### config.mk
export PLATFORM = sky130hd
export DESIGN_NAME = bus_decoder
export DESIGN_NICKNAME = d
export VERILOG_FILES = /design/src/lsu_pkg.sv /design/src/bus_decoder.sv
export SDC_FILE = /design/constraint.sdc
export NUM_CORES = 1
export LEC_CHECK = 0
export ABC_AREA = 1
export BUFFER_PORTS_ARGS = -buffer_cell sky130_fd_sc_hd__buf_2
export CAP_MARGIN = 20
export CELL_PAD_IN_SITES_DETAIL_PLACEMENT = 0
export CELL_PAD_IN_SITES_GLOBAL_PLACEMENT = 2
export CORE_MARGIN = 2
export CORE_UTILIZATION = 10
export DETAILED_ROUTE_END_ITERATION = 6
export GPL_TIMING_DRIVEN = 0
export PLACE_DENSITY = 0.9
export SYNTH_ARGS = -nofsm -noshare
export SYNTH_HDL_FRONTEND = slang
export SYNTH_SLANG_ARGS = --single-unit
### constraint.sdc
create_clock -name clk -period 1.3 [get_ports clk]
set_clock_uncertainty 0.2 [all_clocks]
set_input_delay 0 -clock clk [delete_from_list [all_inputs] [get_ports clk]]
set_output_delay 0 -clock clk [all_outputs]
set_load 0.005 [all_outputs]
### src/lsu_pkg.sv
`default_nettype none

package lsu_pkg;

  // data and address width of the core.
  localparam int unsigned xlen = 32;

  // rv32 funct3 load codes; stores reuse the low two bits for the width.
  localparam logic [2:0] funct_lb  = 3'b000;
  localparam logic [2:0] funct_lh  = 3'b001;
  localparam logic [2:0] funct_lw  = 3'b010;
  localparam logic [2:0] funct_lbu = 3'b100;
  localparam logic [2:0] funct_lhu = 3'b101;

  // address map, selected by address bits 31:28.
  localparam logic [3:0] region_sram = 4'h0;
  localparam logic [3:0] region_io   = 4'h1;

  // word offsets inside the i/o region, taken from address bits 27:2.
  localparam logic [xlen-7:0] io_gpio_out = 'd0;
  localparam logic [xlen-7:0] io_gpio_in  = 'd1;
  localparam logic [xlen-7:0] io_scratch  = 'd2;

  // one memory word, seen as a whole or as its byte lanes.
  typedef union packed {
    logic [xlen-1:0]          word;
    logic [xlen/8-1:0][7:0]   lanes;
  } mem_word_u;

endpackage

`default_nettype wire
### src/bus_decoder.sv
`timescale 1ns/1ps
`default_nettype none

module bus_decoder #(
  parameter int unsigned sram_words = 256
) (
  input  wire logic                      clk,
  input  wire logic                      anrst,
  input  wire logic                      i_req,
  input  wire logic [lsu_pkg::xlen-1:0]  i_addr,
  output logic                           o_gnt,
  output logic                           o_data_gnt,
  output logic [lsu_pkg::xlen-1:0]       o_rdata,
  output logic                           o_sram_req,
  input  wire logic                      i_sram_gnt,
  input  wire logic                      i_sram_data_gnt,
  input  wire logic [lsu_pkg::xlen-1:0]  i_sram_rdata,
  output logic                           o_io_req,
  input  wire logic                      i_io_gnt,
  input  wire logic                      i_io_data_gnt,
  input  wire logic [lsu_pkg::xlen-1:0]  i_io_rdata
);
  import lsu_pkg::*;

  logic sram_hit;
  logic io_hit;
  logic sel_sram;   // target of the transfer in its data phase.
  logic sel_io;
  logic unmapped_dgnt;

  // sram addresses past the array are treated as unmapped.
  assign sram_hit = (i_addr[xlen-1 -: 4] == region_sram) && (i_addr[xlen-5:2] < sram_words);
  assign io_hit   = (i_addr[xlen-1 -: 4] == region_io);

  assign o_sram_req = i_req & sram_hit;
  assign o_io_req   = i_req & io_hit;
  assign o_gnt      = sram_hit ? i_sram_gnt : (io_hit ? i_io_gnt : i_req);

  always_ff @(posedge clk or negedge anrst) begin
    if (!anrst) begin
      sel_sram      <= 1'b0;
      sel_io        <= 1'b0;
      unmapped_dgnt <= 1'b0;
    end else begin
      if (i_req && o_gnt) begin
        sel_sram <= sram_hit;
        sel_io   <= io_hit;
      end
      unmapped_dgnt <= i_req & ~sram_hit & ~io_hit;
    end
  end

  assign o_data_gnt = sel_sram ? i_sram_data_gnt : (sel_io ? i_io_data_gnt : unmapped_dgnt);
  assign o_rdata    = sel_sram ? i_sram_rdata : (sel_io ? i_io_rdata : '0);

  // only one secondary is busy at a time, in its request or its data phase.
  a_one_target : assert property (@(posedge clk) disable iff (!anrst)
    $onehot0({o_sram_req, o_io_req, i_sram_data_gnt, i_io_data_gnt}));

endmodule

`default_nettype wire

==> run metrics <==
status complete, but fails checks; failing checks setup timing; DPL Wire Length 3.028 mm; crit path kind reg -> out; DRC 0; vias per cell 3.615; Sink Count 3; Die Wd 90.93 um; Final Hold Fails 0; CTS Buffer Depth 2; Hold EP unmapped_dgnt; power density cells 352.9 nW/um2; period utilisation layout 1.044; 1st-iter DRT viols 39; # rows 31; Psw 0.1753 mW; crit path capture type output port; CTS tree done; internal reg-to-reg setup slack 0.22 ns; final core utilization 0.2521; Clock Latency Late Sink 0.21 ns; H-tree lvl count 1; Routed Antenna Nets 0; via count 1,446; Place WS -0.2375 ns; clk slew on worst S/H paths 0.03 ns; Hold Path Class in -> reg; grt ovf 0; filler cell count 836; Post-Synthesis Cells 158; flops & latches, synth 3; Area after DPL 1520 um2; hold path cells 5; Worst R2R Path Depth 4; largest fanout on the critical path 6; largest net degree at the start of global routing 11; min Tclk post-route 1.357 ns; first-pass GRT wire length 6.320 mm; Initial Util 0.1036; Critical Path Start Type register; Die Area 8268 um2; Worst Max-Slew Pin Slew 0.1930 ns; Synth cell types 19; Most used DFF post-synth dfrtp_1; Post-synth EDFFs 0; Final Setup Violations 32; Sw Share 0.2703; placer congestion estimate 0.7442; First-pass DRT Iterations 4; arrival time at the worst endpoint 1.16 ns; GRT Util Overall 0.08963; Ports 139; Worst VDD drop 0.0002574 V; initial antenna violation count 0; overall power 0.6486 mW; reg2reg end sel_sram; share of power burned in registers 0.153; RSZ-0062 raised after global routing yes; Yosys top cell area share 0.3775; Antenna diodes 0; Reg2Reg Launch Point sel_sram; Total Routed Length 3.913 mm; Comb pwr share 0.438; Avg Inst Size Synth 4.783 um2; syn nets 261; number of max-cap violations 0; Slew Limit Fails 0; Root Buffer clkbuf_8; vias in the first global route 1,447; WL/cell 9.783 um; Port Buffers 128; Commonest cells post-synth nand2_1 (76), nand3_1 (34), nor2_1 (14); Clk network pwr share 0.409; Chip Height 90.93 um; post-synthesis sequential area ratio 0.09934; layout cells sized above 1 0.5748; Yosys top cell by area nand2_1; core area 7292 um2; leakage power 1.125 nW; Int Power 0.4733 mW; Async SR Flop Fraction 1.000; final worst-path setup slack -0.05746 ns; total CTS buffers 3; Cell Area, Synth 755.7 um2; Final Net Count 405; Required @ worst endpoint 1.10 ns; HP Start i_addr[29]; Layout area overhead 143.2%; top-count cell post-synth nand2_1; top cells by area, synth nand2_1 (38%), nand3_1 (23%), dfrtp_1 (9.9%); YS warnings 0; Achievable Freq 736.7 MHz; worst rel slew slack 0.8699; post-route cell area 1838 um2
-- placed cells by master (no fill, tap or decap), drive strengths merged --
master       instances
dlygate4sd3          4
nor2                17
clkbuf               6
nand3               35
o21ai                3
nand2               79
nand3b               1
buf                143
or2                  1
inv                  8
dfrtp                3
nand4                1
-- layout make-up --
| type | instances | area, um2 | area share |
|---|---|---|---|
| Inverter | 7 | 33.78 | 0.01838 |
| Timing Repair Buffer | 138 | 743.2 | 0.4044 |
| Buffer | 11 | 132.6 | 0.07216 |
| Clock buffer | 4 | 45.04 | 0.02451 |
| Multi-Input combinational cell | 137 | 673.1 | 0.3662 |
| Sequential cell | 3 | 75.07 | 0.04084 |
| Timing Repair inverter | 1 | 11.26 | 0.006127 |
| Tap cell | 99 | 123.9 | 0.06739 |
-- per-layer routing --
layer  vias to the layer above  share of wire  track usage
li1                        788              -            -
met1                       594           0.42       0.1013
met2                        62           0.50       0.1728
met3                         2          0.075      0.02241
met4                         0         0.0059      0.01010
met5                         -              0            0
-- power by group through the flow --
stage               clock [mW]  sequential, mW  combinational (mW)
floorplan                    0          0.0989              0.0753
global placement             0          0.0999               0.253
detailed placement           0          0.0998               0.254
CTS                      0.273          0.0992               0.274
global route             0.290          0.0992               0.320
finish                   0.266          0.0991               0.284
-- what timing repair did --
action / CTS / global route
buffers inserted: 1 / 2
resized for setup: 29 / 27
gates cloned: 4 / 0
endpoints found under the hold margin: 6 / 0
hold buffers: 4 / 0
pin swaps: 0 / 13
endpoints found under the setup margin: 32 / 33
-- worst max-delay path by stage --
stage | slack [ns] | end | from
6_report | -0.06 | o_rdata[18] | sel_sram
5_1_grt | -0.14 | o_rdata[19] | sel_sram
4_1_cts | -0.08 | o_rdata[4] | sel_sram
3_5_place_dp | -0.24 | o_rdata[9] | sel_sram
3_3_place_gp | -0.20 | o_rdata[9] | sel_sram
2_1_floorplan | 0.12 | o_rdata[0] | sel_sram
-- registers in the layout (all words and copies together) (netlist names) --
register,flops
sel_io,1
sel_sram,1
unmapped_dgnt,1
-- cells by family (layout without fill, tap and decap cells) --
logic type | after synthesis | in the layout | synth area share
buf+inv | 18 | 161 | 0.1126
flops | 3 | 3 | 0.09934
simple gates | 134 | 134 | 0.7682
compound gates | 3 | 3 | 0.01986
-- critical path, stage by stage (launching register included) --
cell and delay, ns:
dfrtp_1 0.36, buf_6 0.15, inv_8 0.08, buf_8 0.11, nand3_1 0.06, nand2_1 0.07, buf_2 0.11
-- stage by stage --
stage | hold WS, ns | std cells | TNS, ns
global route | 0.06384 | 400 | -3.637
floorplan | -0.4956 | 158 | 0
global placement | -0.4057 | 385 | -3.420
detailed placement | -0.4025 | 385 | -3.475
finish | 0.02739 | 400 | -1.160
CTS | 0.02258 | 398 | -1.986
No activity file was read; power rests on OpenSTA's default activity.
