### config.mk
export PLATFORM = sky130hd
export DESIGN_NAME = io_regs
export DESIGN_NICKNAME = d
export VERILOG_FILES = /design/src/lsu_pkg.sv /design/src/io_regs.sv
export SDC_FILE = /design/constraint.sdc
export NUM_CORES = 1
export LEC_CHECK = 0
export ABC_CLOCK_PERIOD_IN_PS = 900
export CORE_UTILIZATION = 37
export DETAILED_ROUTE_END_ITERATION = 16
export DONT_BUFFER_PORTS = 1
export PLACE_DENSITY = 0.53
export SYNTH_ARGS = -nofsm -noshare
export SYNTH_HDL_FRONTEND = slang
export SYNTH_SLANG_ARGS = --single-unit
### constraint.sdc
create_clock -name clk -period 0.9 [get_ports clk]
set_input_delay 0.045 -clock clk [delete_from_list [all_inputs] [get_ports clk]]
set_output_delay 0.045 -clock clk [all_outputs]
set_load 0.02 [all_outputs]
### src/lsu_pkg.sv
`default_nettype none

package lsu_pkg;

  // data and address width of the core.
  localparam int unsigned xlen = 32;

  // rv32 funct3 load codes; stores reuse the low two bits for the width.
  localparam logic [2:0] funct_lb  = 3'b000;
  localparam logic [2:0] funct_lh  = 3'b001;
  localparam logic [2:0] funct_lw  = 3'b010;
  localparam logic [2:0] funct_lbu = 3'b100;
  localparam logic [2:0] funct_lhu = 3'b101;

  // address map, selected by address bits 31:28.
  localparam logic [3:0] region_sram = 4'h0;
  localparam logic [3:0] region_io   = 4'h1;

  // word offsets inside the i/o region, taken from address bits 27:2.
  localparam logic [xlen-7:0] io_gpio_out = 'd0;
  localparam logic [xlen-7:0] io_gpio_in  = 'd1;
  localparam logic [xlen-7:0] io_scratch  = 'd2;

  // one memory word, seen as a whole or as its byte lanes.
  typedef union packed {
    logic [xlen-1:0]          word;
    logic [xlen/8-1:0][7:0]   lanes;
  } mem_word_u;

endpackage

`default_nettype wire
### src/io_regs.sv
`timescale 1ns/1ps
`default_nettype none

module io_regs (
  input  wire logic                        clk,
  input  wire logic                        anrst,
  input  wire logic                        i_nrst,
  input  wire logic                        i_req,
  input  wire logic                        i_we,
  input  wire logic [lsu_pkg::xlen-1:0]    i_addr,
  input  wire logic [lsu_pkg::xlen-1:0]    i_wdata,
  input  wire logic [lsu_pkg::xlen/8-1:0]  i_wstrb,
  output logic                             o_gnt,
  output logic                             o_data_gnt,
  output logic [lsu_pkg::xlen-1:0]         o_rdata,
  input  wire logic [lsu_pkg::xlen-1:0]    i_gpio,
  output logic [lsu_pkg::xlen-1:0]         o_gpio
);
  import lsu_pkg::*;

  logic [xlen-7:0] offset;
  logic [xlen-1:0] gpio_in;
  logic [xlen-1:0] scratch;
  logic [xlen-1:0] rd_word;

  assign offset = i_addr[xlen-5:2];
  assign o_gnt  = i_req;

  always_comb begin
    case (offset)
      io_gpio_out: rd_word = o_gpio;
      io_gpio_in:  rd_word = gpio_in;
      io_scratch:  rd_word = scratch;
      default:     rd_word = '0;
    endcase
  end

  always_ff @(posedge clk or negedge anrst) begin
    if (!anrst) begin
      o_gpio     <= '0;
      o_data_gnt <= 1'b0;
    end else if (!i_nrst) begin
      o_gpio     <= '0;
      o_data_gnt <= 1'b0;
    end else begin
      o_data_gnt <= i_req;
      for (int i = 0; i < xlen / 8; i++) begin
        if (i_req && i_we && i_wstrb[i] && offset == io_gpio_out) begin
          o_gpio[8*i +: 8] <= i_wdata[8*i +: 8];
        end
      end
    end
  end

  always_ff @(posedge clk) begin
    gpio_in <= i_gpio;  // sampled every cycle, never written.
    for (int i = 0; i < xlen / 8; i++) begin
      if (i_req && i_we && i_wstrb[i] && offset == io_scratch) scratch[8*i +: 8] <= i_wdata[8*i +: 8];
    end
    if (i_req && !i_we) o_rdata <= rd_word;
  end

endmodule

`default_nettype wire

==> summary.txt, run 1 <==
Critical path
  – CP most frequent cell: nor2_1
  – Worst Path Buf+Inv: 0
  – Critical Path Start Type: register
  – Delay-heaviest family, CP: flip-flops
  – CP arrival: 1230 ps
  – CP Data Required Time: 1080 ps
  – Worst R2R Setup Slack: -150 ps
  – Slowest CP cell: dfrtp_1
  – Setup CP Type: register to register
  – Crit end category: register
  – CP Cell Sequence: mux2i_1 > nor2_1 > a21oi_1 > nor2_1
  – Worst path max stage delay: 400 ps
  – Crit-path max FO: 2

Clocking
  – Clk_lat worst skew: 420 ps
  – TritonCTS Buffers: 17
  – CTS Hold Bufs: 68
  – Clk root buf: clkbuf_16
  – Setup bufs post-CTS: 0
  – H-tree Lvls: 4
  – Worst-path clk slew: 60 ps
  – CTS tree: built
  – Bufs on Longest Clock Path: 2
  – CTS Sinks: 129

Timing
  – Worst setup margin: -150 ps
  – FMAX: 0.952 GHz
  – Worst slew margin: 0.813
  – Final Cycle Share: 1.17
  – Hold Fails Final Rpt: 60
  – # setup viols final: 161
  – Slew @ Worst Pin: 280 ps
  – Final min period: 1050 ps
  – Worst Skew: 7.59 ps
  – Max-slew violations: 0
  – Worst hold slack: -235 ps
  – RSZ-0062 raised after global routing: yes

Global routing
  – Initial antenna violation count: 0
  – GRT Total Usage: 0.191
  – GRT Residual Overflow: 0
  – First-pass GRT wire length: 20.0 mm
  – Vias in the first global route: 3726
  – Pin count of the biggest net entering global routing: 66

Detailed routing
  – Via density: 4.94
  – Antenna Nets Post-Route: 0
  – Initial drt markers: 175
  – DR pass1 iterations: 4
  – Routed WL: 12.9 mm
  – WL per Instance: 18.2 um
  – Routed via count: 3506
  – DRC: 0

Floorplanning
  – I/O pins: 171
  – Core area: 0.0133 mm^2
  – FP Rows: 42
  – Die X: 119 um
  – Die height: 119 um
  – Die footprint: 0.0141 mm^2
  – Initial Util: 0.380

Synthesis
  – Syn Inst Count: 407
  – Synth Cell Area: 0.00505 mm^2
  – Synth top area cells: edfxtp_1 38%, dfrtp_1 16%, dfxtp_1 13%
  – YS warnings: 0
  – Syn_nets: 512
  – Mean Syn Cell Area: 12.4 um^2
  – Yosys reg bits: 129
  – Seq/Total Area, Yosys: 0.670
  – Synth area leader: edfxtp_1
  – Synth top area share: 0.380
  – Synth cell types: 23

Power
  – PD cells: 1940 mW/mm^2
  – Leakage power: 2.93 nW
  – Worst VDD drop: 1.21 mV

Placement
  – Detailed Place HPWL: 8.03 mm
  – GP Congestion: 0.757
  – Port bufs: 0

Cells and area
  – Layout cells sized above 1: 0.202
  – Area delta synth->final: 43.3%
  – Core Util, Final: 0.545
  – Antenna Cells: 0
  – Fin nets: 626

Status
  – Status: finished, violations left
  – Violated checks: negative hold slack, negative setup slack

Flow run
  – Max_cap viols: 0

Hold path
  – Hold crit path type: primary input to register
state kept, by name, summed over array words and instances (netlist names):
name        count
gpio_in        32
o_data_gnt      1
o_gpio         32
o_rdata        32
scratch        32
logic make-up after synthesis:
logic type,share of synthesized area
buffers and inverters,0.0337
AOI/OAI and AO/OA,0.0317
DFF,0.670
and+or+nand+nor,0.137
muxes,0.127
per-layer routing:
layer / share of wire / track usage / wire length (um) / up-vias
li1: - / - / - / 1644
met1: 0.41 / 0.216 / 5330 / 1707
met2: 0.51 / 0.330 / 6600 / 143
met3: 0.062 / 0.0694 / 803 / 12
met4: 0.014 / 0.0665 / 176 / 0
met5: 0 / 0 / 0 / -
path summary, 6_finish.rpt:
path,startpoint,endpoint,depth (start not counted)
max,o_gpio[22],o_rdata[22],4
min,i_nrst,o_gpio[14],2
max reg2reg,o_gpio[22],o_rdata[22],4
min reg2reg,scratch[8],o_rdata[8],2
max in group asynchronous,anrst,o_gpio[13],2
min in group asynchronous,anrst,o_gpio[26],2
area by class of cell:
type                    instances  area, um^2
clock inverters                12         128
repair buffers                123        1360
clock buffers                  20         489
well taps                     176         220
fillers                      1152        6050
multi-input cells             250        1660
flip-flops and latches        129        3390
layout by cell type (no fill, tap or decap), types with 3 or more instances in the layout:
cell type	netlist	layout
dlygate4sd3_1	0	66
nor2_1	65	65
mux2i_1	64	64
nand2_1	65	64
edfxtp_1	64	64
buf_6	1	36
dfrtp_1	33	33
dfxtp_1	32	32
a21oi_1	32	31
clkbuf_16	0	20
buf_4	5	10
buf_12	0	9
nor4_4	0	6
clkinv_2	0	5
nand3_1	4	4
nor3_4	0	4
nor4b_4	0	4
clkinv_4	0	3
per-stage QoR:
step | total power [mW] | setup TNS (ps) | worst slack [ps] | instances | cell area, um^2
floorplan | 6.78 | -43430 | -637 | 407 | 5150
global placement | 6.79 | -51910 | -659 | 609 | 5710
detailed placement | 6.80 | -53880 | -685 | 609 | 5710
CTS | 14.1 | -13740 | -144 | 709 | 7170
global route | 14.5 | -20290 | -222 | 710 | 7240
finish | 14.0 | -11640 | -150 | 710 | 7240
where the power goes:
group,leakage [nW],total [mW],internal (mW),switching [mW]
logic,1.26,0.674,0.395,0.279
registers,1.37,6.34,6.27,0.0621
clock network,0.306,7.01,4.47,2.54
total,2.93,14.0,11.1,2.88
worst reg2reg max path, cell delays in order (launching register included):
cell     delay, ps
dfrtp_1        400
mux2i_1        150
nor2_1          70
a21oi_1        140
nor2_1          50
synth_stat cells:
cell and instances:
buf_4 5, nor4b_2 4, nor4_1 2, buf_6 1
buf_2 4, nor3_1 4, a21oi_1 32, buf_8 3
nor2b_1 2, clkbuf_1 13, nand3_1 4, dfrtp_1 33
or2_1 1, nor2_1 65, buf_1 2, edfxtp_1 64
and2_1 1, dfxtp_1 32, nand2_1 65, nand2b_1 1
nand4_2 1, nor4_2 4, mux2i_1 64
what timing repair did:
action | CTS | global route
endpoints found under the hold margin | 183 | 57
endpoints found under the setup margin | 161 | 163
gates resized for setup | 37 | 8
gates cloned | 0 | 1
pin swaps | 33 | 13
(Power assumes the default switching activity.)
==> run 2, diff against run 1 <==
--- a/config.mk
+++ b/config.mk
@@ -9,7 +9,9 @@
 export CORE_UTILIZATION = 37
 export DETAILED_ROUTE_END_ITERATION = 16
 export DONT_BUFFER_PORTS = 1
+export MAX_ROUTING_LAYER = met4
 export PLACE_DENSITY = 0.53
+export RECOVER_POWER = 100
 export SYNTH_ARGS = -nofsm -noshare
 export SYNTH_HDL_FRONTEND = slang
 export SYNTH_SLANG_ARGS = --single-unit
==> run 2 against run 1 <==
Compared with the run above: the flow still finishes with violations (negative hold slack, negative setup slack); global-route usage is 0.51 points higher; sequential power hardly changed; fmax hardly changed; setup slack hardly changed; die area stayed put; critical path depth stayed put; power is 0.25% lower; count of clock-buffer cells in the layout stayed put; cell area is 0.76% lower; register-to-register slack hardly changed; clock skew hardly changed; critical path type unchanged; critical endpoint unchanged; largest cell class unchanged.
==> summary.txt, run 2 (same netlist as run 1, synthesis figures left out) <==
Hold path
  – Hold crit path type: primary input to register

Power
  – Worst VDD drop: 1.20 mV (-0.94%)
  – Design Power: 14.0 mW (-0.25%)
  – PD cells: 1950 mW/mm^2 (+0.51%)
  – Leakage power: 2.91 nW (-0.71%)

Critical path
  – Crit end category: register
  – Critical Path Start Type: register
  – Crit-path max FO: 2 (unchanged)
  – CP Data Required Time: 1080 ps (about the same)
  – CP arrival: 1230 ps (about the same)
  – Setup CP Type: register to register

Cells and area
  – Area delta synth->final: 42.2%
  – Layout cells sized above 1: 0.200 (-0.00187)
  – Register Area: 0.00339 mm^2 (unchanged)
  – Commonest cells after routing, fill and taps aside: 66 x dlygate4sd3_1, 65 x nor2_1, 64 x mux2i_1, 64 x nand2_1, 64 x edfxtp_1
  – Antenna Cells: 0 (unchanged)
  – Core Util, Final: 0.541 (-0.00414)
  – Multi-input logic area: 0.00165 mm^2 (-0.45%)
  – Fin nets: 626 (unchanged)
  – Commonest non-fill, non-tap cell in the layout: dlygate4sd3_1
  – Fill cells: 1158 (+0.52%)
  – Design area: 0.00719 mm^2 (-0.76%)

Timing
  – Max-slew violations: 0 (unchanged)
  – Fin Setup TNS: -11570 ps (+66.6 ps)
  – Slew @ Worst Pin: 550 ps (+270 ps)
  – Worst hold slack: -233 ps (+2.15 ps)
  – Final Cycle Share: 1.17 (about the same)
  – Worst Skew: 7.51 ps (-0.0768 ps)
  – Final min period: 1050 ps (+0.387 ps)
  – # setup viols final: 161 (unchanged)
  – FMAX: 0.952 GHz (about the same)
  – Worst setup margin: -151 ps (-0.387 ps)
  – Worst slew margin: 0.633 (-0.179)
  – RSZ-0062 raised after global routing: yes
  – Hold Fails Final Rpt: 60 (unchanged)

Global routing
  – First-pass GRT wire length: 20.0 mm (about the same)
  – GRT Residual Overflow: 0 (unchanged)
  – GRT Total Usage: 0.196 (+0.00506)
  – Pin count of the biggest net entering global routing: 66 (unchanged)
  – Initial antenna violation count: 0 (unchanged)
  – Vias in the first global route: 3729 (+0.081%)

Floorplanning
  – Die X: 119 um (unchanged)
  – Die footprint: 0.0141 mm^2 (unchanged)
  – Initial Util: 0.380 (unchanged)
  – Die height: 119 um (unchanged)
  – FP Rows: 42 (unchanged)
  – Core area: 0.0133 mm^2 (unchanged)
  – I/O pins: 171 (unchanged)

Detailed routing
  – Via density: 4.93 (-0.20%)
  – WL per Instance: 18.1 um (-0.38%)
  – Routed via count: 3499 (-0.20%)
  – DR pass1 iterations: 4 (unchanged)
  – DRC: 0 (unchanged)
  – Antenna Nets Post-Route: 0 (unchanged)
  – Initial drt markers: 174 (-0.57%)
  – Routed WL: 12.9 mm (-0.38%)

Placement
  – Port bufs: 0 (unchanged)
  – Area after DPL: 0.00571 mm^2 (unchanged)
  – Detailed Place HPWL: 8.03 mm (unchanged)
  – GP Congestion: 0.767 (+1.3%)

Clocking
  – Worst-path clk slew: 60 ps (about the same)
  – CTS Sinks: 129 (unchanged)
  – CTS tree: built
  – TritonCTS Buffers: 17 (unchanged)
  – CTS Hold Bufs: 68 (unchanged)
  – H-tree Lvls: 4 (unchanged)
  – Bufs on Longest Clock Path: 2 (unchanged)
  – Setup bufs post-CTS: 0 (unchanged)
  – Clk_lat worst skew: 420 ps (about the same)
  – Clk root buf: clkbuf_16

Status
  – Violated checks: negative hold slack, negative setup slack
  – Status: finished, violations left

Flow run
  – Max_cap viols: 0 (unchanged)
-- run 2: layer usage --
layer | GRT usage | vias to the layer above | wire length (um)
li1 | - | 1646 | -
met1 | 0.220 | 1709 | 5340
met2 | 0.329 | 132 | 6610
met3 | 0.0613 | 12 | 762
met4 | 0.0712 | 0 | 151
met5 | - | - | 0
-- run 2: worst paths after layout --
check,startpoint,to,depth (start not counted),slack [ps]
min reg2reg,scratch[8],o_rdata[8],2,560
max reg2reg,o_gpio[22],o_rdata[22],4,-150
min,i_nrst,o_gpio[14],2,-230
min in group asynchronous,anrst,o_gpio[26],2,230
max,o_gpio[22],o_rdata[22],4,-150
max in group asynchronous,anrst,o_gpio[13],2,290
-- run 2: per-stage QoR --
| stage | setup slack [ps] | hold slack [ps] | cells |
|---|---|---|---|
| floorplan | -637 | -251 | 407 |
| global placement | -659 | -249 | 609 |
| detailed placement | -685 | -249 | 609 |
| CTS | -144 | -257 | 709 |
| global route | -222 | -243 | 710 |
| finish | -151 | -233 | 710 |
-- run 2: worst max-delay path: stages (launching register included) --
cell	delay, ps
dfrtp_1	400
mux2i_1	150
nor2_1	70
a21oi_1	140
nor2_1	50
-- run 2: timing repair --
action / 4_1_cts / 5_1_grt
pin swaps: 33 / 13
gates cloned: 0 / 1
endpoints found under the setup margin: 161 / 172
hold endpoints to repair: 183 / 56
resized for setup: 37 / 8
-- run 2: report_power, final --
part	switching, mW	internal [mW]
registers	0.0619	6.28
clock network	2.53	4.47
logic	0.273	0.371
-- run 2: layout make-up --
type / count / area share
clock buffer: 20 / 0.0681
clock inverter: 12 / 0.0178
multi-input combinational: 250 / 0.230
sequential: 129 / 0.471
tap: 176 / 0.0306
timing repair buffer: 123 / 0.182
==> run 3, diff against run 2 <==
--- a/config.mk
+++ b/config.mk
@@ -9,9 +9,11 @@
 export CORE_UTILIZATION = 37
 export DETAILED_ROUTE_END_ITERATION = 16
 export DONT_BUFFER_PORTS = 1
+export GPL_TIMING_DRIVEN = 0
 export MAX_ROUTING_LAYER = met4
 export PLACE_DENSITY = 0.53
 export RECOVER_POWER = 100
+export SLEW_MARGIN = 25
 export SYNTH_ARGS = -nofsm -noshare
 export SYNTH_HDL_FRONTEND = slang
 export SYNTH_SLANG_ARGS = --single-unit
==> run 3 against run 2 <==
Compared with the run above: combinational power grew 19%; via count shrank 3.2%; setup slack lost 85 ps; power shrank 1.4%; global-route usage grew 0.24 points; largest cell class unchanged; largest power group unchanged; fmax shrank 7.4%; the flow still finishes with violations (negative hold slack, negative setup slack); hold slack gained 170 ps; count of clock-buffer cells in the layout shrank 2.
==> summary.txt, run 3 (same netlist as run 1, synthesis figures left out) <==
Status
  – Status: finished, violations left
  – Violated checks: negative hold slack, negative setup slack

Power
  – PD cells: 2010 mW/mm^2 (+3.3%)
  – Worst VDD drop: 1.16 mV (-2.8%)
  – Design Power: 13.8 mW (-1.4%)
  – Leakage power: 2.65 nW (-8.9%)

Detailed routing
  – Routed WL: 13.1 mm (+2.2%)
  – WL per Instance: 19.0 um (+5.0%)
  – Initial drt markers: 166 (-4.6%)
  – Antenna Nets Post-Route: 0 (unchanged)
  – Routed via count: 3388 (-3.2%)
  – Via density: 4.90 (-0.51%)
  – DR pass1 iterations: 4 (unchanged)
  – DRC: 0 (unchanged)

Timing
  – RSZ-0062 raised after global routing: yes
  – FMAX: 0.881 GHz (-7.4%)
  – Final min period: 1140 ps (+84.5 ps)
  – Slew @ Worst Pin: 636 ps (+86.4 ps)
  – Worst Skew: 8.47 ps (+0.960 ps)
  – Worst setup margin: -235 ps (-84.5 ps)
  – Worst slew margin: 0.574 (-0.0595)
  – # setup viols final: 183 (+14%)
  – Max-slew violations: 0 (unchanged)
  – Hold Fails Final Rpt: 10 (-83%)
  – Final Cycle Share: 1.26 (+0.0939)
  – Worst hold slack: -59.3 ps (+174 ps)
  – Fin Setup TNS: -16920 ps (-5340 ps)

Floorplanning
  – Die X: 119 um (unchanged)
  – I/O pins: 171 (unchanged)
  – FP Rows: 42 (unchanged)
  – Initial Util: 0.380 (unchanged)
  – Die height: 119 um (unchanged)
  – Die footprint: 0.0141 mm^2 (unchanged)
  – Core area: 0.0133 mm^2 (unchanged)

Critical path
  – Setup CP Type: register to register
  – Worst R2R Setup Slack: -240 ps (-80 ps)
  – CP startpoint: o_gpio[0]
  – Crit end category: register
  – CP Cell Sequence: mux2i_1 > nor2_1 > a21oi_1 > nor2_1
  – Crit path depth: 4 (unchanged)
  – Worst Reg-to-Reg Cells: 4 (unchanged)
  – Reg-to-reg endpoint: o_rdata[0]
  – Worst Path Buf+Inv: 0 (unchanged)
  – Crit-path max FO: 3 (+1)
  – Worst path max stage delay: 460 ps (+60 ps)
  – Critical Path Start Type: register
  – CP most frequent cell: nor2_1
  – Critical path capture point: o_rdata[0]
  – Worst R2R Start: o_gpio[0]
  – CP Data Required Time: 1070 ps (about the same)
  – Slowest CP cell: dfrtp_2
  – Delay-heaviest family, CP: flip-flops
  – CP arrival: 1310 ps (+80 ps)

Cells and area
  – Multi-input logic area: 0.00166 mm^2 (+0.23%)
  – Fill cells: 1181 (+2.0%)
  – Core Util, Final: 0.516 (-0.0246)
  – Fin nets: 607 (-3.0%)
  – Layout cells sized above 1: 0.217 (+0.0171)
  – Antenna Cells: 0 (unchanged)
  – Register Area: 0.00343 mm^2 (+1.2%)
  – Commonest cells after routing, fill and taps aside: 66 x dlygate4sd3_1, 65 x nor2_1, 64 x mux2i_1, 64 x nand2_1, 64 x edfxtp_1
  – Commonest non-fill, non-tap cell in the layout: dlygate4sd3_1
  – Area delta synth->final: 35.8%

Global routing
  – Initial antenna violation count: 0 (unchanged)
  – Pin count of the biggest net entering global routing: 34 (-48%)
  – GRT Residual Overflow: 0 (unchanged)
  – Vias in the first global route: 3516 (-5.7%)
  – GRT Total Usage: 0.198 (+0.00239)
  – First-pass GRT wire length: 19.8 mm (-0.73%)

Placement
  – Worst slack, placed: -1000 ps (-318 ps)
  – Port bufs: 0 (unchanged)
  – Detailed Place HPWL: 8.70 mm (+8.2%)
  – GP Congestion: 0.768 (+0.21%)

Clocking
  – CTS Sinks: 129 (unchanged)
  – Bufs on Longest Clock Path: 2 (unchanged)
  – Worst-path clk slew: 60 ps (about the same)
  – H-tree Lvls: 4 (unchanged)
  – TritonCTS Buffers: 17 (unchanged)
  – CTS tree: built
  – Clk root buf: clkbuf_16
  – Clk_lat worst skew: 420 ps (about the same)
  – CTS Hold Bufs: 67 (-1.5%)

Hold path
  – Hold crit path type: primary input to register

Flow run
  – Max_cap viols: 0 (unchanged)
==> run 3: changes by cell type in the layout (fill, tap and decap cells not counted), sizes merged <==
| cell | previous run | this run |
|---|---|---|
| buf | 54 | 23 |
| dlymetal6s4s | 1 | 0 |
| inv | 1 | 0 |
| clkbuf | 22 | 33 |
| clkinv | 8 | 9 |
| clkinvlp | 1 | 3 |
==> run 3: layout make-up <==
class	count	share of cell area
well taps	176	0.0321
flip-flops and latches	129	0.500
clock inverters	14	0.0206
multi-input cells	250	0.241
repair buffers	77	0.116
plain buffers	27	0.0261
clock buffers	18	0.0640
==> run 3: per-stage QoR <==
step	instances	hold slack [ps]	cell area (um^2)
after detailed placement	583	-249	5370
after global routing	691	-65.7	6860
after global placement	583	-249	5370
after CTS	691	9.30	6850
after floorplan	407	-251	5150
final	691	-59.3	6860
==> run 3: timing repair <==
action / CTS / global route
buffers inserted: 9 / 0
hold endpoints to repair: 130 / 10
endpoints found under the setup margin: 161 / 162
pin swaps: 33 / 16
gates resized for setup: 47 / 14
gates cloned: 0 / 0
==> run 3: worst min path at each step <==
stage	startpoint	to	slack, ps	depth (start not counted)
after global routing	i_we	o_rdata[24]	-70	1
after global placement	anrst	o_gpio[18]	-250	0
after CTS	i_we	o_rdata[9]	9	1
after floorplan	anrst	o_data_gnt	-250	0
final	i_we	o_rdata[24]	-60	1
after detailed placement	anrst	o_gpio[17]	-250	0
==> run 3: worst register-to-register path, stage by stage (launching register included) <==
cell and delay [ps]:
dfrtp_2 460, mux2i_1 180, nor2_1 60, a21oi_1 140, nor2_1 60
==> run 3: metal layers <==
metal  vias up  part of all wire  global-route usage
met4         0            0.0092              0.0688
met5         -                 0                   -
li1       1595                 -                   -
met2       133              0.48               0.312
met3         9             0.056              0.0580
met1      1651              0.45               0.244
==> run 3: report_power, final <==
group | switching (mW) | total, mW | leakage, nW | internal, mW
Sequential | 0.0579 | 6.33 | 1.31 | 6.27
Clock | 2.57 | 6.69 | 0.279 | 4.13
Combinational | 0.408 | 0.767 | 1.06 | 0.358
Total | 3.03 | 13.8 | 2.65 | 10.8
