$ cat src/lsu_pkg.sv
`default_nettype none

package lsu_pkg;

  // data and address width of the core.
  localparam int unsigned xlen = 32;

  // rv32 funct3 load codes; stores reuse the low two bits for the width.
  localparam logic [2:0] funct_lb  = 3'b000;
  localparam logic [2:0] funct_lh  = 3'b001;
  localparam logic [2:0] funct_lw  = 3'b010;
  localparam logic [2:0] funct_lbu = 3'b100;
  localparam logic [2:0] funct_lhu = 3'b101;

  // address map, selected by address bits 31:28.
  localparam logic [3:0] region_sram = 4'h0;
  localparam logic [3:0] region_io   = 4'h1;

  // word offsets inside the i/o region, taken from address bits 27:2.
  localparam logic [xlen-7:0] io_gpio_out = 'd0;
  localparam logic [xlen-7:0] io_gpio_in  = 'd1;
  localparam logic [xlen-7:0] io_scratch  = 'd2;

  // one memory word, seen as a whole or as its byte lanes.
  typedef union packed {
    logic [xlen-1:0]          word;
    logic [xlen/8-1:0][7:0]   lanes;
  } mem_word_u;

endpackage

`default_nettype wire
$ cat src/mem_access_unit.sv
`timescale 1ns/1ps
`default_nettype none

module mem_access_unit (
  input  wire logic                      clk,
  input  wire logic                      anrst,
  input  wire logic                      i_nrst,
  input  wire logic                      i_valid,
  output logic                           o_ready,
  input  wire logic [lsu_pkg::xlen-1:0]  i_addr,
  input  wire logic [lsu_pkg::xlen-1:0]  i_wdata,
  input  wire logic                      i_we,
  input  wire logic [2:0]                i_funct,
  output logic                           o_rvalid,
  input  wire logic                      i_rready,
  output logic [lsu_pkg::xlen-1:0]       o_rdata,
  output logic                           o_bus_req,
  output logic [lsu_pkg::xlen-1:0]       o_bus_addr,
  output logic [lsu_pkg::xlen-1:0]       o_bus_wdata,
  output logic [lsu_pkg::xlen/8-1:0]     o_bus_wstrb,
  output logic                           o_bus_we,
  input  wire logic                      i_bus_gnt,
  input  wire logic                      i_bus_data_gnt,
  input  wire logic [lsu_pkg::xlen-1:0]  i_bus_rdata
);
  import lsu_pkg::*;

  logic              buf_valid;
  logic              buf_done;  // set once the bus has granted the request.
  logic              buf_we;
  logic [2:0]        buf_funct;
  logic [xlen-1:0]   buf_addr;
  logic [xlen-1:0]   buf_wdata;
  logic              accept;
  logic              taken;
  logic              resp_load;
  logic [xlen/8-1:0] wstrb;
  mem_word_u         wdata_rep;
  mem_word_u         rdata_word;
  logic [7:0]        byte_sel;
  logic [15:0]       half_sel;
  logic [xlen-1:0]   load_data;

  assign o_ready   = ~buf_valid;
  assign accept    = i_valid & o_ready;
  assign taken     = o_rvalid & i_rready;
  assign resp_load = buf_valid & buf_done & i_bus_data_gnt;

  assign o_bus_req   = buf_valid & ~buf_done;
  assign o_bus_addr  = buf_addr;
  assign o_bus_we    = buf_we;
  assign o_bus_wdata = wdata_rep.word;
  assign o_bus_wstrb = wstrb;

  // strobes follow the access width and the low address bits.
  always_comb begin
    case (buf_funct[1:0])
      2'b00:   wstrb = 4'b0001 << buf_addr[1:0];
      2'b01:   wstrb = 4'b0011 << buf_addr[1:0];
      default: wstrb = 4'b1111;
    endcase
    if (!buf_we) wstrb = '0;
  end

  // store data is copied to every lane so the strobes pick the right one.
  always_comb begin
    wdata_rep.word = buf_wdata;
    if (buf_funct[1:0] == 2'b00) begin
      for (int i = 0; i < xlen / 8; i++) wdata_rep.lanes[i] = buf_wdata[7:0];
    end else if (buf_funct[1:0] == 2'b01) begin
      wdata_rep.word = {2{buf_wdata[15:0]}};
    end
  end

  assign rdata_word.word = i_bus_rdata;
  assign byte_sel = rdata_word.lanes[buf_addr[1:0]];
  assign half_sel = rdata_word.word[16*buf_addr[1] +: 16];

  always_comb begin
    case (buf_funct)
      funct_lb:  load_data = {{(xlen-8){byte_sel[7]}}, byte_sel};
      funct_lbu: load_data = {{(xlen-8){1'b0}}, byte_sel};
      funct_lh:  load_data = {{(xlen-16){half_sel[15]}}, half_sel};
      funct_lhu: load_data = {{(xlen-16){1'b0}}, half_sel};
      default:   load_data = i_bus_rdata;  // funct_lw.
    endcase
  end

  always_ff @(posedge clk or negedge anrst) begin
    if (!anrst) begin
      buf_valid <= 1'b0;
      buf_done  <= 1'b0;
      o_rvalid  <= 1'b0;
    end else if (!i_nrst) begin
      buf_valid <= 1'b0;
      buf_done  <= 1'b0;
      o_rvalid  <= 1'b0;
    end else begin
      if (accept) buf_valid <= 1'b1;
      else if (taken) buf_valid <= 1'b0;
      if (o_bus_req && i_bus_gnt) buf_done <= 1'b1;
      else if (taken) buf_done <= 1'b0;
      if (resp_load) o_rvalid <= 1'b1;
      else if (taken) o_rvalid <= 1'b0;
    end
  end

  always_ff @(posedge clk) begin
    if (accept) begin
      buf_we    <= i_we;
      buf_funct <= i_funct;
      buf_addr  <= i_addr;
      buf_wdata <= i_wdata;
    end
    if (resp_load) o_rdata <= buf_we ? '0 : load_data;  // stores answer with zero.
  end

  a_aligned : assert property (@(posedge clk) disable iff (!anrst)
    accept |-> (i_funct[1:0] == 2'b00) ||
               (i_funct[1:0] == 2'b01 && !i_addr[0]) ||
               (i_addr[1:0] == 2'b00));

  // the bus stays quiet while the response waits to be taken.
  a_bus_idle_while_pending : assert property (@(posedge clk) disable iff (!anrst)
    o_rvalid |-> !o_bus_req && !i_bus_data_gnt);

endmodule

`default_nettype wire

$ cat config.mk
export PLATFORM = sky130hd
export DESIGN_NAME = mem_access_unit
export DESIGN_NICKNAME = d
export VERILOG_FILES = /design/src/lsu_pkg.sv /design/src/mem_access_unit.sv
export SDC_FILE = /design/constraint.sdc
export NUM_CORES = 1
export LEC_CHECK = 0
export ABC_CLOCK_PERIOD_IN_PS = 5400
export BUFFER_PORTS_ARGS = -buffer_cell sky130_fd_sc_hd__buf_2
export CORE_MARGIN = 2
export CORE_UTILIZATION = 30
export DETAILED_ROUTE_END_ITERATION = 8
export PLACE_DENSITY = 0.57
export SKIP_CTS_REPAIR_TIMING = 1
export SLEW_MARGIN = 20
export SYNTH_ARGS = -nofsm -noshare
export SYNTH_HDL_FRONTEND = slang
export SYNTH_SLANG_ARGS = --single-unit
export TNS_END_PERCENT = 10
$ cat constraint.sdc
create_clock -name clk -period 5.4 [get_ports clk]
set_clock_uncertainty 0.05 [all_clocks]
set_input_delay 0.27 -clock clk [delete_from_list [all_inputs] [get_ports clk]]
set_output_delay 0.27 -clock clk [all_outputs]
set_load 0.01 [all_outputs]
==> results of run 1 <==
synth_stat cells:
cell type	instances	area share
edfxtp_1	100	0.67
nand2_1	29	0.024
a21oi_1	23	0.025
mux2_2	19	0.047
nor2_1	14	0.012
o21ai_0	12	0.013
buf_4	11	0.018
mux2i_1	11	0.024
a21oi_2	10	0.019
clkbuf_1	10	0.0083
nor2b_1	10	0.014
a31oi_1	7	0.0097
a22oi_1	6	0.010
o21a_1	6	0.010
nand3_1	5	0.0055
a21o_1	4	0.0067
buf_2	4	0.0044
buf_6	4	0.010
a32oi_1	3	0.0058
dfrtp_1	3	0.017
inv_1	3	0.0025
nor4_1	3	0.0042
o221a_2	3	0.0075
and2b_1	2	0.0033
mux2i_2	2	0.0061
a22o_1	1	0.0019
and2b_4	1	0.0022
and3_1	1	0.0014
nand2b_1	1	0.0014
nor3_4	1	0.0036
nor4b_2	1	0.0033
o211a_1	1	0.0022
o21ai_1	1	0.0011
o21ai_2	1	0.0019
o21ai_4	1	0.0036
o221a_1	1	0.0025
or2_1	1	0.0014
stage by stage:
step / area, µm² / hold WS, ns
global placement: 5660 / 0.0172
finish: 5950 / 0.0397
detailed placement: 5670 / 0.0217
global route: 5950 / 0.0175
CTS: 5940 / -0.362
floorplan: 4520 / -0.0756
kinds of logic (layout without fill, tap and decap cells):
logic type | count (synthesis) | count (layout) | share of synthesized area
compound gates | 80 | 80 | 0.121
buf+inv | 32 | 236 | 0.0435
flops | 103 | 103 | 0.682
mux | 32 | 32 | 0.0779
simple gates | 69 | 69 | 0.0759
path summary, 6_finish.rpt:
path,start,cells after the start,slack [ns],end
min reg2reg,buf_done$_DFFE_PN0P_,2,0.56,buf_done$_DFFE_PN0P_
min,i_addr[29],1,0.04,o_bus_addr[29]$_DFFE_PP_
max,o_bus_addr[1]$_DFFE_PP_,6,3.10,o_bus_wstrb[2]
min in group asynchronous,anrst,2,0.22,buf_done$_DFFE_PN0P_
max reg2reg,o_bus_addr[1]$_DFFE_PP_,5,3.14,o_rdata[16]$_SDFFCE_PP0P_
max in group asynchronous,anrst,2,4.97,buf_valid$_DFFE_PN0P_
cells in the final DEF, fill, tap and decap left out, drive strengths merged, types with 9 or more instances in the layout:
cell    count
nand2      29
mux2       19
nor2       14
a21oi      33
o21ai      15
clkbuf      9
buf       216
mux2i      13
edfxtp    100
nor2b      10
layer usage:
metal	vias up	part of all wire	routed length (µm)	global-route usage
li1	1588	-	-	-
met1	1584	0.39	4760	0.174
met2	188	0.48	5850	0.243
met3	18	0.11	1380	0.0700
met4	2	0.018	219	0.0524
met5	-	0.0013	16	0
layout make-up:
type	count	area [µm²]	share of cell area
well taps	184	230	0.0387
repair buffers	217	1110	0.186
inverters	3	11.3	0.00189
clock inverters	7	52.6	0.00883
clock buffers	9	225	0.0378
multi-input cells	181	1250	0.210
flip-flops and latches	103	3080	0.517
state kept, by name, summed over array words and instances (netlist names):
| name | cells |
|---|---|
| buf_done | 1 |
| buf_funct | 3 |
| buf_valid | 1 |
| buf_wdata | 32 |
| o_bus_addr | 32 |
| o_bus_we | 1 |
| o_rdata | 32 |
| o_rvalid | 1 |
power by group:
part           total, µW  leakage, µW  switching [µW]  internal, µW
Sequential           933     0.000984            15.9           917
Clock                627     0.000139             308           318
Combinational        218      0.00134             122          96.0
worst max-delay path: cells and delay by family (launching register included):
family	cells	cell delay, ns
DFF	1	0.56
buffers and inverters	3	0.52
and+or+nand+nor	1	0.28
AOI/OAI and AO/OA	2	0.26
==> run metrics, run 1 <==
Cell Pwr Density=between 200 and 300 mW/mm²; gr usage total=0.149; number of H-tree levels=3; Die Wd=127 µm; minimum clock period=roughly 2.3 ns; Post-Syn Area per Cell=14.3 µm²; PortBufs=210; Layout area overhead=31.9%; vias in the first global route=3484; Final ANT Viol Nets=0; syn nets=423; area of the core=0.0146 mm²; clock latency on the worst-skew pair=0.35 ns; VDD IR-drop max=around 0.25 mV; Finished Layout Cells=roughly 700; Hold Vio Cnt, Final=0; Die H=127 µm; FILL cells=1424; crit-path max cell delay=0.56 ns; Detailed Place HPWL=roughly 8700 µm; root buf cell=clkbuf_16; Critical-path top delay cell=edfxtp_1; Tot Pwr=1780 µW; vias per cell=4.80; first-pass GRT wire length=18300 µm; io pins=approximately 210; max frequency=435 MHz; vias=3380; final worst slack=about 3.1 ns; ratio of cells with drive above 1 in the final layout=0.523; Crit Path Category=reg2out; WL/cell=about 17 µm; wirelength, routed=12200 µm; TNS Setup=0 ns; Min-Delay Path Class=in2reg; Mapped Cells=316; CTS tree=done; Slew Limit Headroom=0.413; row cnt=44; Total Nets Final=622; Bufs on Longest Clock Path=2; CP Cell Sequence=buf_4 > and2b_1 > inv_1 > a21oi_1 > o21a_1 > buf_2; critical path endpoint category=output pin; worst slack at placement=3.15 ns; Worst-Margin Slew=a little under 0.9 ns; final number of setup-violating endpoints=0; initial antenna violation count=1; post-synthesis sequential area ratio=0.682; Max Cap Violations=0; LEAKAGE=0.00246 µW; largest net degree at the start of global routing=between 60 and 70; synth unique cells=37; Worst EP arrival=1.98 ns; CTS Buf Count=9; Clock Sink Count=between 100 and 150; First DRT Iteration DRCs=183; unrepaired setup endpoints after global routing=no; Pre-antenna DRT Iters=4; synthesized cell area=between 0.004 and 0.005 mm²; # DRC=0; ant diodes=0; Critical Path RT=5.08 ns; GRT Residual Overflow=0; CP Launch Type=register; placed cells=687; outcome=completed; utilization after layout=0.407; Final Slew Violations=0; Starting Density=0.308; worst-path fanout max=18; Yosys Warn Count=0; Final period util=0.426; clk slew on worst S/H paths=0.07 ns; post-synthesis register bit count=103; die footprint=approximately 0.016 mm²; GPL Wtd Cong=0.770
Power figures use the tool's default switching activity.
==> inputs of run 2 (changes only) <==
--- a/config.mk
+++ b/config.mk
@@ -5,7 +5,7 @@
 export SDC_FILE = /design/constraint.sdc
 export NUM_CORES = 1
 export LEC_CHECK = 0
-export ABC_CLOCK_PERIOD_IN_PS = 5400
+export ABC_CLOCK_PERIOD_IN_PS = 2400
 export BUFFER_PORTS_ARGS = -buffer_cell sky130_fd_sc_hd__buf_2
 export CORE_MARGIN = 2
 export CORE_UTILIZATION = 30
==> constraint.sdc (replaced) <==
create_clock -name clk -period 2.4 [get_ports clk]
set_clock_uncertainty 0.05 [all_clocks]
set_input_delay 0.12 -clock clk [delete_from_list [all_inputs] [get_ports clk]]
set_output_delay 0.12 -clock clk [all_outputs]
set_load 0.01 [all_outputs]
==> run metrics, run 2 (synthesis gave the netlist of run 1 again) <==
outcome=completed (unchanged); minimum clock period=2.19 ns; Clock Sink Count=103 (unchanged); Top Family by Delay on Critical Path=flip-flops (unchanged); critical path endpoint category=output pin (unchanged); clk slew on worst S/H paths=0.07 ns (about the same); largest net degree at the start of global routing=69 (unchanged); Final period util=0.912; Max Cap Violations=0 (unchanged); Cell Pwr Density=611 mW/mm² (was 299 mW/mm²); Die H=127 µm (unchanged); Slew Limit Headroom=0.621 (was 0.413); GRT Residual Overflow=0 (unchanged); first-pass GRT wire length=18000 µm (was 18300 µm); WL/cell=16.8 µm (was 17.4 µm); Critical Path RT=2.23 ns (was 5.08 ns); Min-Delay Path Class=in2async (was in2reg); CTS Buf Count=9 (unchanged); DR top layer=met4 (was met5); Layout area overhead=48.4% (was 31.9%); Final Slew Violations=0 (unchanged); Total Nets Final=697 (was 622); ratio of cells with drive above 1 in the final layout=0.462 (was 0.523); number of H-tree levels=3 (unchanged); LEAKAGE=0.00278 µW (was 0.00246 µW); row cnt=44 (unchanged); CP Cell Sequence=nor2_1 > buf_4 > mux2_2 > buf_2 (was buf_4 > and2b_1 > inv_1 > a21oi_1 > o21a_1 > buf_2); buffers and inverters on the worst path=2 (was 3); root buf cell=clkbuf_16 (unchanged); First DRT Iteration DRCs=155 (was 183); ant diodes=0 (unchanged); clock latency on the worst-skew pair=0.35 ns (about the same); initial antenna violation count=0 (was 1); Starting Density=0.308 (unchanged); Bufs on Longest Clock Path=2 (unchanged); CTS tree=done (unchanged); commonest cells after routing, fill and taps aside=210 x buf_2, 100 x edfxtp_1, 71 x dlygate4sd3_1 (was 210 x buf_2, 100 x edfxtp_1, 29 x nand2_1); max frequency=457 MHz; die footprint=0.0160 mm² (unchanged); most common cell after layout, fill and taps aside=buf_2 (unchanged); vias in the first global route=3428 (was 3484); Critical-path top delay cell=edfxtp_1 (unchanged); vias=3641 (was 3380); Detailed Place HPWL=9360 µm (was 8720 µm); vias per cell=4.67 (was 4.80); CP Launch Type=register (unchanged); # DRC=0 (unchanged); GPL Wtd Cong=0.873 (was 0.770); worst-path fanout max=12 (was 18); VDD IR-drop max=0.490 mV (was 0.252 mV); crit-path max cell delay=0.56 ns (about the same); Die Wd=127 µm (unchanged); wirelength, routed=13100 µm (was 12200 µm); PortBufs=210 (unchanged); Hold Vio Cnt, Final=0 (unchanged); final hold slack=0.0401 ns (was 0.0397 ns); unrepaired setup endpoints after global routing=no (unchanged); Worst EP arrival=2.02 ns (was 1.98 ns); Met3 Wirelength=1230 µm (was 1380 µm); Pre-antenna DRT Iters=4 (unchanged); Crit Path Category=reg2out (unchanged); TNS Setup=0 ns (unchanged); io pins=211 (unchanged); Met2 Wirelength=6770 µm (was 5850 µm); area of the core=0.0146 mm² (unchanged); gr usage total=0.149 (about the same); M1 WL=4870 µm (was 4760 µm); Worst-Margin Slew=0.567 ns (was 0.881 ns); Final ANT Viol Nets=0 (unchanged); final number of setup-violating endpoints=0 (unchanged)
## run 2: final cells by class
cell class / instances / area (µm²)
Fill cell: 1346 / 7940
Sequential cell: 103 / 3080
Timing Repair Buffer: 292 / 1860
Multi-Input combinational cell: 181 / 1250
Tap cell: 184 / 230
Clock buffer: 9 / 225
Clock inverter: 7 / 51.3
Inverter: 3 / 11.3
## run 2: per-layer routing
metal | vias to the layer above | global-route usage
met1 | 1705 | 0.165
met5 | - | 0
met2 | 180 | 0.260
met3 | 20 | 0.0590
met4 | 0 | 0.0524
li1 | 1736 | -
## run 2: per-stage QoR
step | instance area (µm²) | power (µW) | setup WS [ns] | util | cells
floorplan | 4520 | 2410 | 0.479 | - | 316
global placement | 5710 | 2630 | 0.544 | 0.390 | 692
detailed placement | 5710 | 2640 | 0.481 | 0.390 | 692
CTS | 5990 | 4050 | 0.169 | 0.409 | 708
global route | 6700 | 4250 | 0.0881 | 0.458 | 779
finish | 6700 | 4090 | 0.212 | 0.458 | 779
## run 2: where the power goes
| group | total (µW) | leakage [µW] | internal (µW) | switching (µW) |
|---|---|---|---|---|
| logic | 594 | 0.00166 | 299 | 295 |
| clock network | 1400 | 0.000137 | 716 | 684 |
| registers | 2100 | 0.000984 | 2060 | 35.4 |
| total | 4090 | 0.00278 | 3080 | 1010 |
## run 2: path summary, 6_finish.rpt
check	start	end	slack [ns]	depth (start not counted)
max reg2reg	o_bus_addr[1]$_DFFE_PP_	o_rdata[5]$_SDFFCE_PP0P_	0.47	5
max	buf_funct[0]$_DFFE_PP_	o_bus_wdata[11]	0.21	4
min reg2reg	buf_done$_DFFE_PN0P_	buf_done$_DFFE_PN0P_	0.57	2
max in group asynchronous	anrst	buf_done$_DFFE_PN0P_	2.14	2
min	anrst	buf_valid$_DFFE_PN0P_	0.04	2
min in group clk	i_bus_gnt	buf_done$_DFFE_PN0P_	0.04	3
==> inputs of run 3 (changes only) <==
--- a/config.mk
+++ b/config.mk
@@ -11,6 +11,7 @@
 export CORE_UTILIZATION = 30
 export DETAILED_ROUTE_END_ITERATION = 8
 export PLACE_DENSITY = 0.57
+export REMOVE_ABC_BUFFERS = 1
 export SKIP_CTS_REPAIR_TIMING = 1
 export SLEW_MARGIN = 20
 export SYNTH_ARGS = -nofsm -noshare
==> run metrics, run 3 (synthesis gave the netlist of run 1 again) <==
LEAKAGE=0.00281 µW (was 0.00278 µW); CP Launch Type=register (unchanged); FILL cells=1328 (was 1346); outcome=completed (unchanged); placed cells=698 (was 692); # DRC=0 (unchanged); area of the core=0.0146 mm² (unchanged); most common cell after layout, fill and taps aside=buf_2 (unchanged); Worst-Margin Slew=0.599 ns (was 0.567 ns); die footprint=0.0160 mm² (unchanged); root buf cell=clkbuf_16 (unchanged); Worst EP arrival=1.91 ns (was 2.02 ns); Starting Density=0.308 (unchanged); Pre-antenna DRT Iters=4 (unchanged); Max Cap Violations=0 (unchanged); footprint of the multi-input gates=0.00125 mm² (unchanged); vias in the first global route=3545 (was 3428); Die Wd=127 µm (unchanged); crit-path max cell delay=0.49 ns (was 0.56 ns); Layout area overhead=49.6% (was 48.4%); WL/cell=16.8 µm (about the same); reg-to-reg setup timing slack=0.48 ns (was 0.47 ns); Final ANT Viol Nets=0 (unchanged); number of H-tree levels=3 (unchanged); reg2reg end=o_rdata[5]$_SDFFCE_PP0P_ (unchanged); gr usage total=0.149 (about the same); Crit Path Category=reg2out (unchanged); Min-Delay Path Class=in2reg (was in2async); worst-path fanout max=19 (was 12); io pins=211 (unchanged); vias=3662 (was 3641); first-pass GRT wire length=18300 µm (was 18000 µm); final number of setup-violating endpoints=0 (unchanged); Slew Limit Headroom=0.599 (was 0.621); Top Usage Layer GRT=met2 (unchanged); met3 Use GR=0.0654 (was 0.0590); CTS tree=done (unchanged); Critical Path RT=2.23 ns (about the same); Total Nets Final=703 (was 697); Bufs on Longest Clock Path=2 (unchanged); CP Cell Sequence=buf_4 > and2b_1 > inv_1 > a21oi_1 > o21a_1 > buf_2 (was nor2_1 > buf_4 > mux2_2 > buf_2); clk slew on worst S/H paths=0.07 ns (about the same); final hold slack=0.0221 ns (was 0.0401 ns); GRT Residual Overflow=0 (unchanged); critical path endpoint category=output pin (unchanged); First DRT Iteration DRCs=159 (was 155); FF+latch area=0.00308 mm² (unchanged); Critical Path Source=buf_funct[0]$_DFFE_PP_ (unchanged); wirelength, routed=13200 µm (was 13100 µm); Finished Layout Cells=785 (was 779); max frequency=480 MHz (was 457 MHz); vias per cell=4.66 (was 4.67); commonest cells after routing, fill and taps aside=210 x buf_2, 100 x edfxtp_1, 71 x dlygate4sd3_1 (unchanged); Tot Pwr=4120 µW (was 4090 µW); Clock Sink Count=103 (unchanged); largest net degree at the start of global routing=38 (was 69); Critical-path top delay cell=edfxtp_1 (unchanged); utilization after layout=0.461 (was 0.458); Cell Pwr Density=609 mW/mm² (was 611 mW/mm²); Hold Vio Cnt, Final=0 (unchanged); minimum clock period=2.08 ns (was 2.19 ns); clock latency on the worst-skew pair=0.35 ns (about the same); met1 Usage GRT=0.168 (was 0.165); Stages on worst setup path=6 (was 4); Setup crit end=o_bus_wstrb[2] (was o_bus_wdata[11]); GPL Wtd Cong=0.763 (was 0.873); TNS Setup=0 ns (unchanged); Final Slew Violations=0 (unchanged); buffers and inverters on the worst path=3 (was 2); row cnt=44 (unchanged); met2 Use GR=0.251 (was 0.260); reg-to-reg startpoint=o_bus_addr[1]$_DFFE_PP_ (unchanged); VDD IR-drop max=0.471 mV (was 0.490 mV); Die H=127 µm (unchanged); Top Family by Delay on Critical Path=buffers and inverters (was flip-flops); unrepaired setup endpoints after global routing=no (unchanged); Worst Reg-to-Reg Cells=5 (unchanged); initial antenna violation count=0 (unchanged); Final period util=0.867 (was 0.912); Detailed Place HPWL=9230 µm (was 9360 µm); PortBufs=210 (unchanged); ant diodes=0 (unchanged); ratio of cells with drive above 1 in the final layout=0.469 (was 0.462); CTS Buf Count=9 (unchanged)
[run 3: cell types whose count changed in the layout (fill, tap and decap cells not counted)]
cell        delta
inv_6          -5
inv_8          +2
clkinvlp_4     +2
clkinv_4       +2
clkinv_1       -2
buf_4          +6
clkbuf_1       +1
[run 3: metrics by stage]
stage / area, µm² / setup slack, ns
4_1_cts: 6040 / 0.306
3_3_place_gp: 5760 / 0.547
3_5_place_dp: 5760 / 0.503
6_report: 6750 / 0.319
2_1_floorplan: 4330 / -1.59
5_1_grt: 6750 / 0.194
[run 3: cell type report]
class / count / area share
multi-input combinational: 181 / 0.185
tap: 184 / 0.0341
timing repair buffer: 298 / 0.282
clock inverter: 6 / 0.00815
clock buffer: 10 / 0.0339
sequential: 103 / 0.456
inverter: 3 / 0.00167
[run 3: how the worst min path moves through the flow]
stage	depth (start not counted)	end	slack, ns	startpoint
floorplan	0	buf_done$_DFFE_PN0P_	-0.23	anrst
global placement	1	buf_valid$_DFFE_PN0P_	-0.13	anrst
detailed placement	1	o_rvalid$_DFFE_PN0P_	-0.13	anrst
CTS	1	buf_valid$_DFFE_PN0P_	-0.50	anrst
global route	3	buf_done$_DFFE_PN0P_	0.03	i_bus_gnt
finish	3	buf_done$_DFFE_PN0P_	0.02	i_bus_gnt
[run 3: power breakdown]
group / internal (µW) / leakage (µW) / switching (µW)
sequential: 2060 / 0.000984 / 34.9
combinational: 306 / 0.00169 / 299
clock: 723 / 0.000133 / 690
total: 3090 / 0.00281 / 1020
[run 3: worst reg2reg max path, delay by kind of cell, from the launching register on]
family	cells	cell delay [ns]
simple gates	2	0.57
flops	1	0.45
buf+inv	1	0.32
compound gates	2	0.27
[run 3: per-layer routing]
layer / up-vias / share of wire / wire (µm)
met4: 0 / 0.018 / 238
met1: 1715 / 0.39 / 5200
met5: - / 0 / 0
met3: 16 / 0.092 / 1210
met2: 181 / 0.50 / 6570
li1: 1750 / - / -
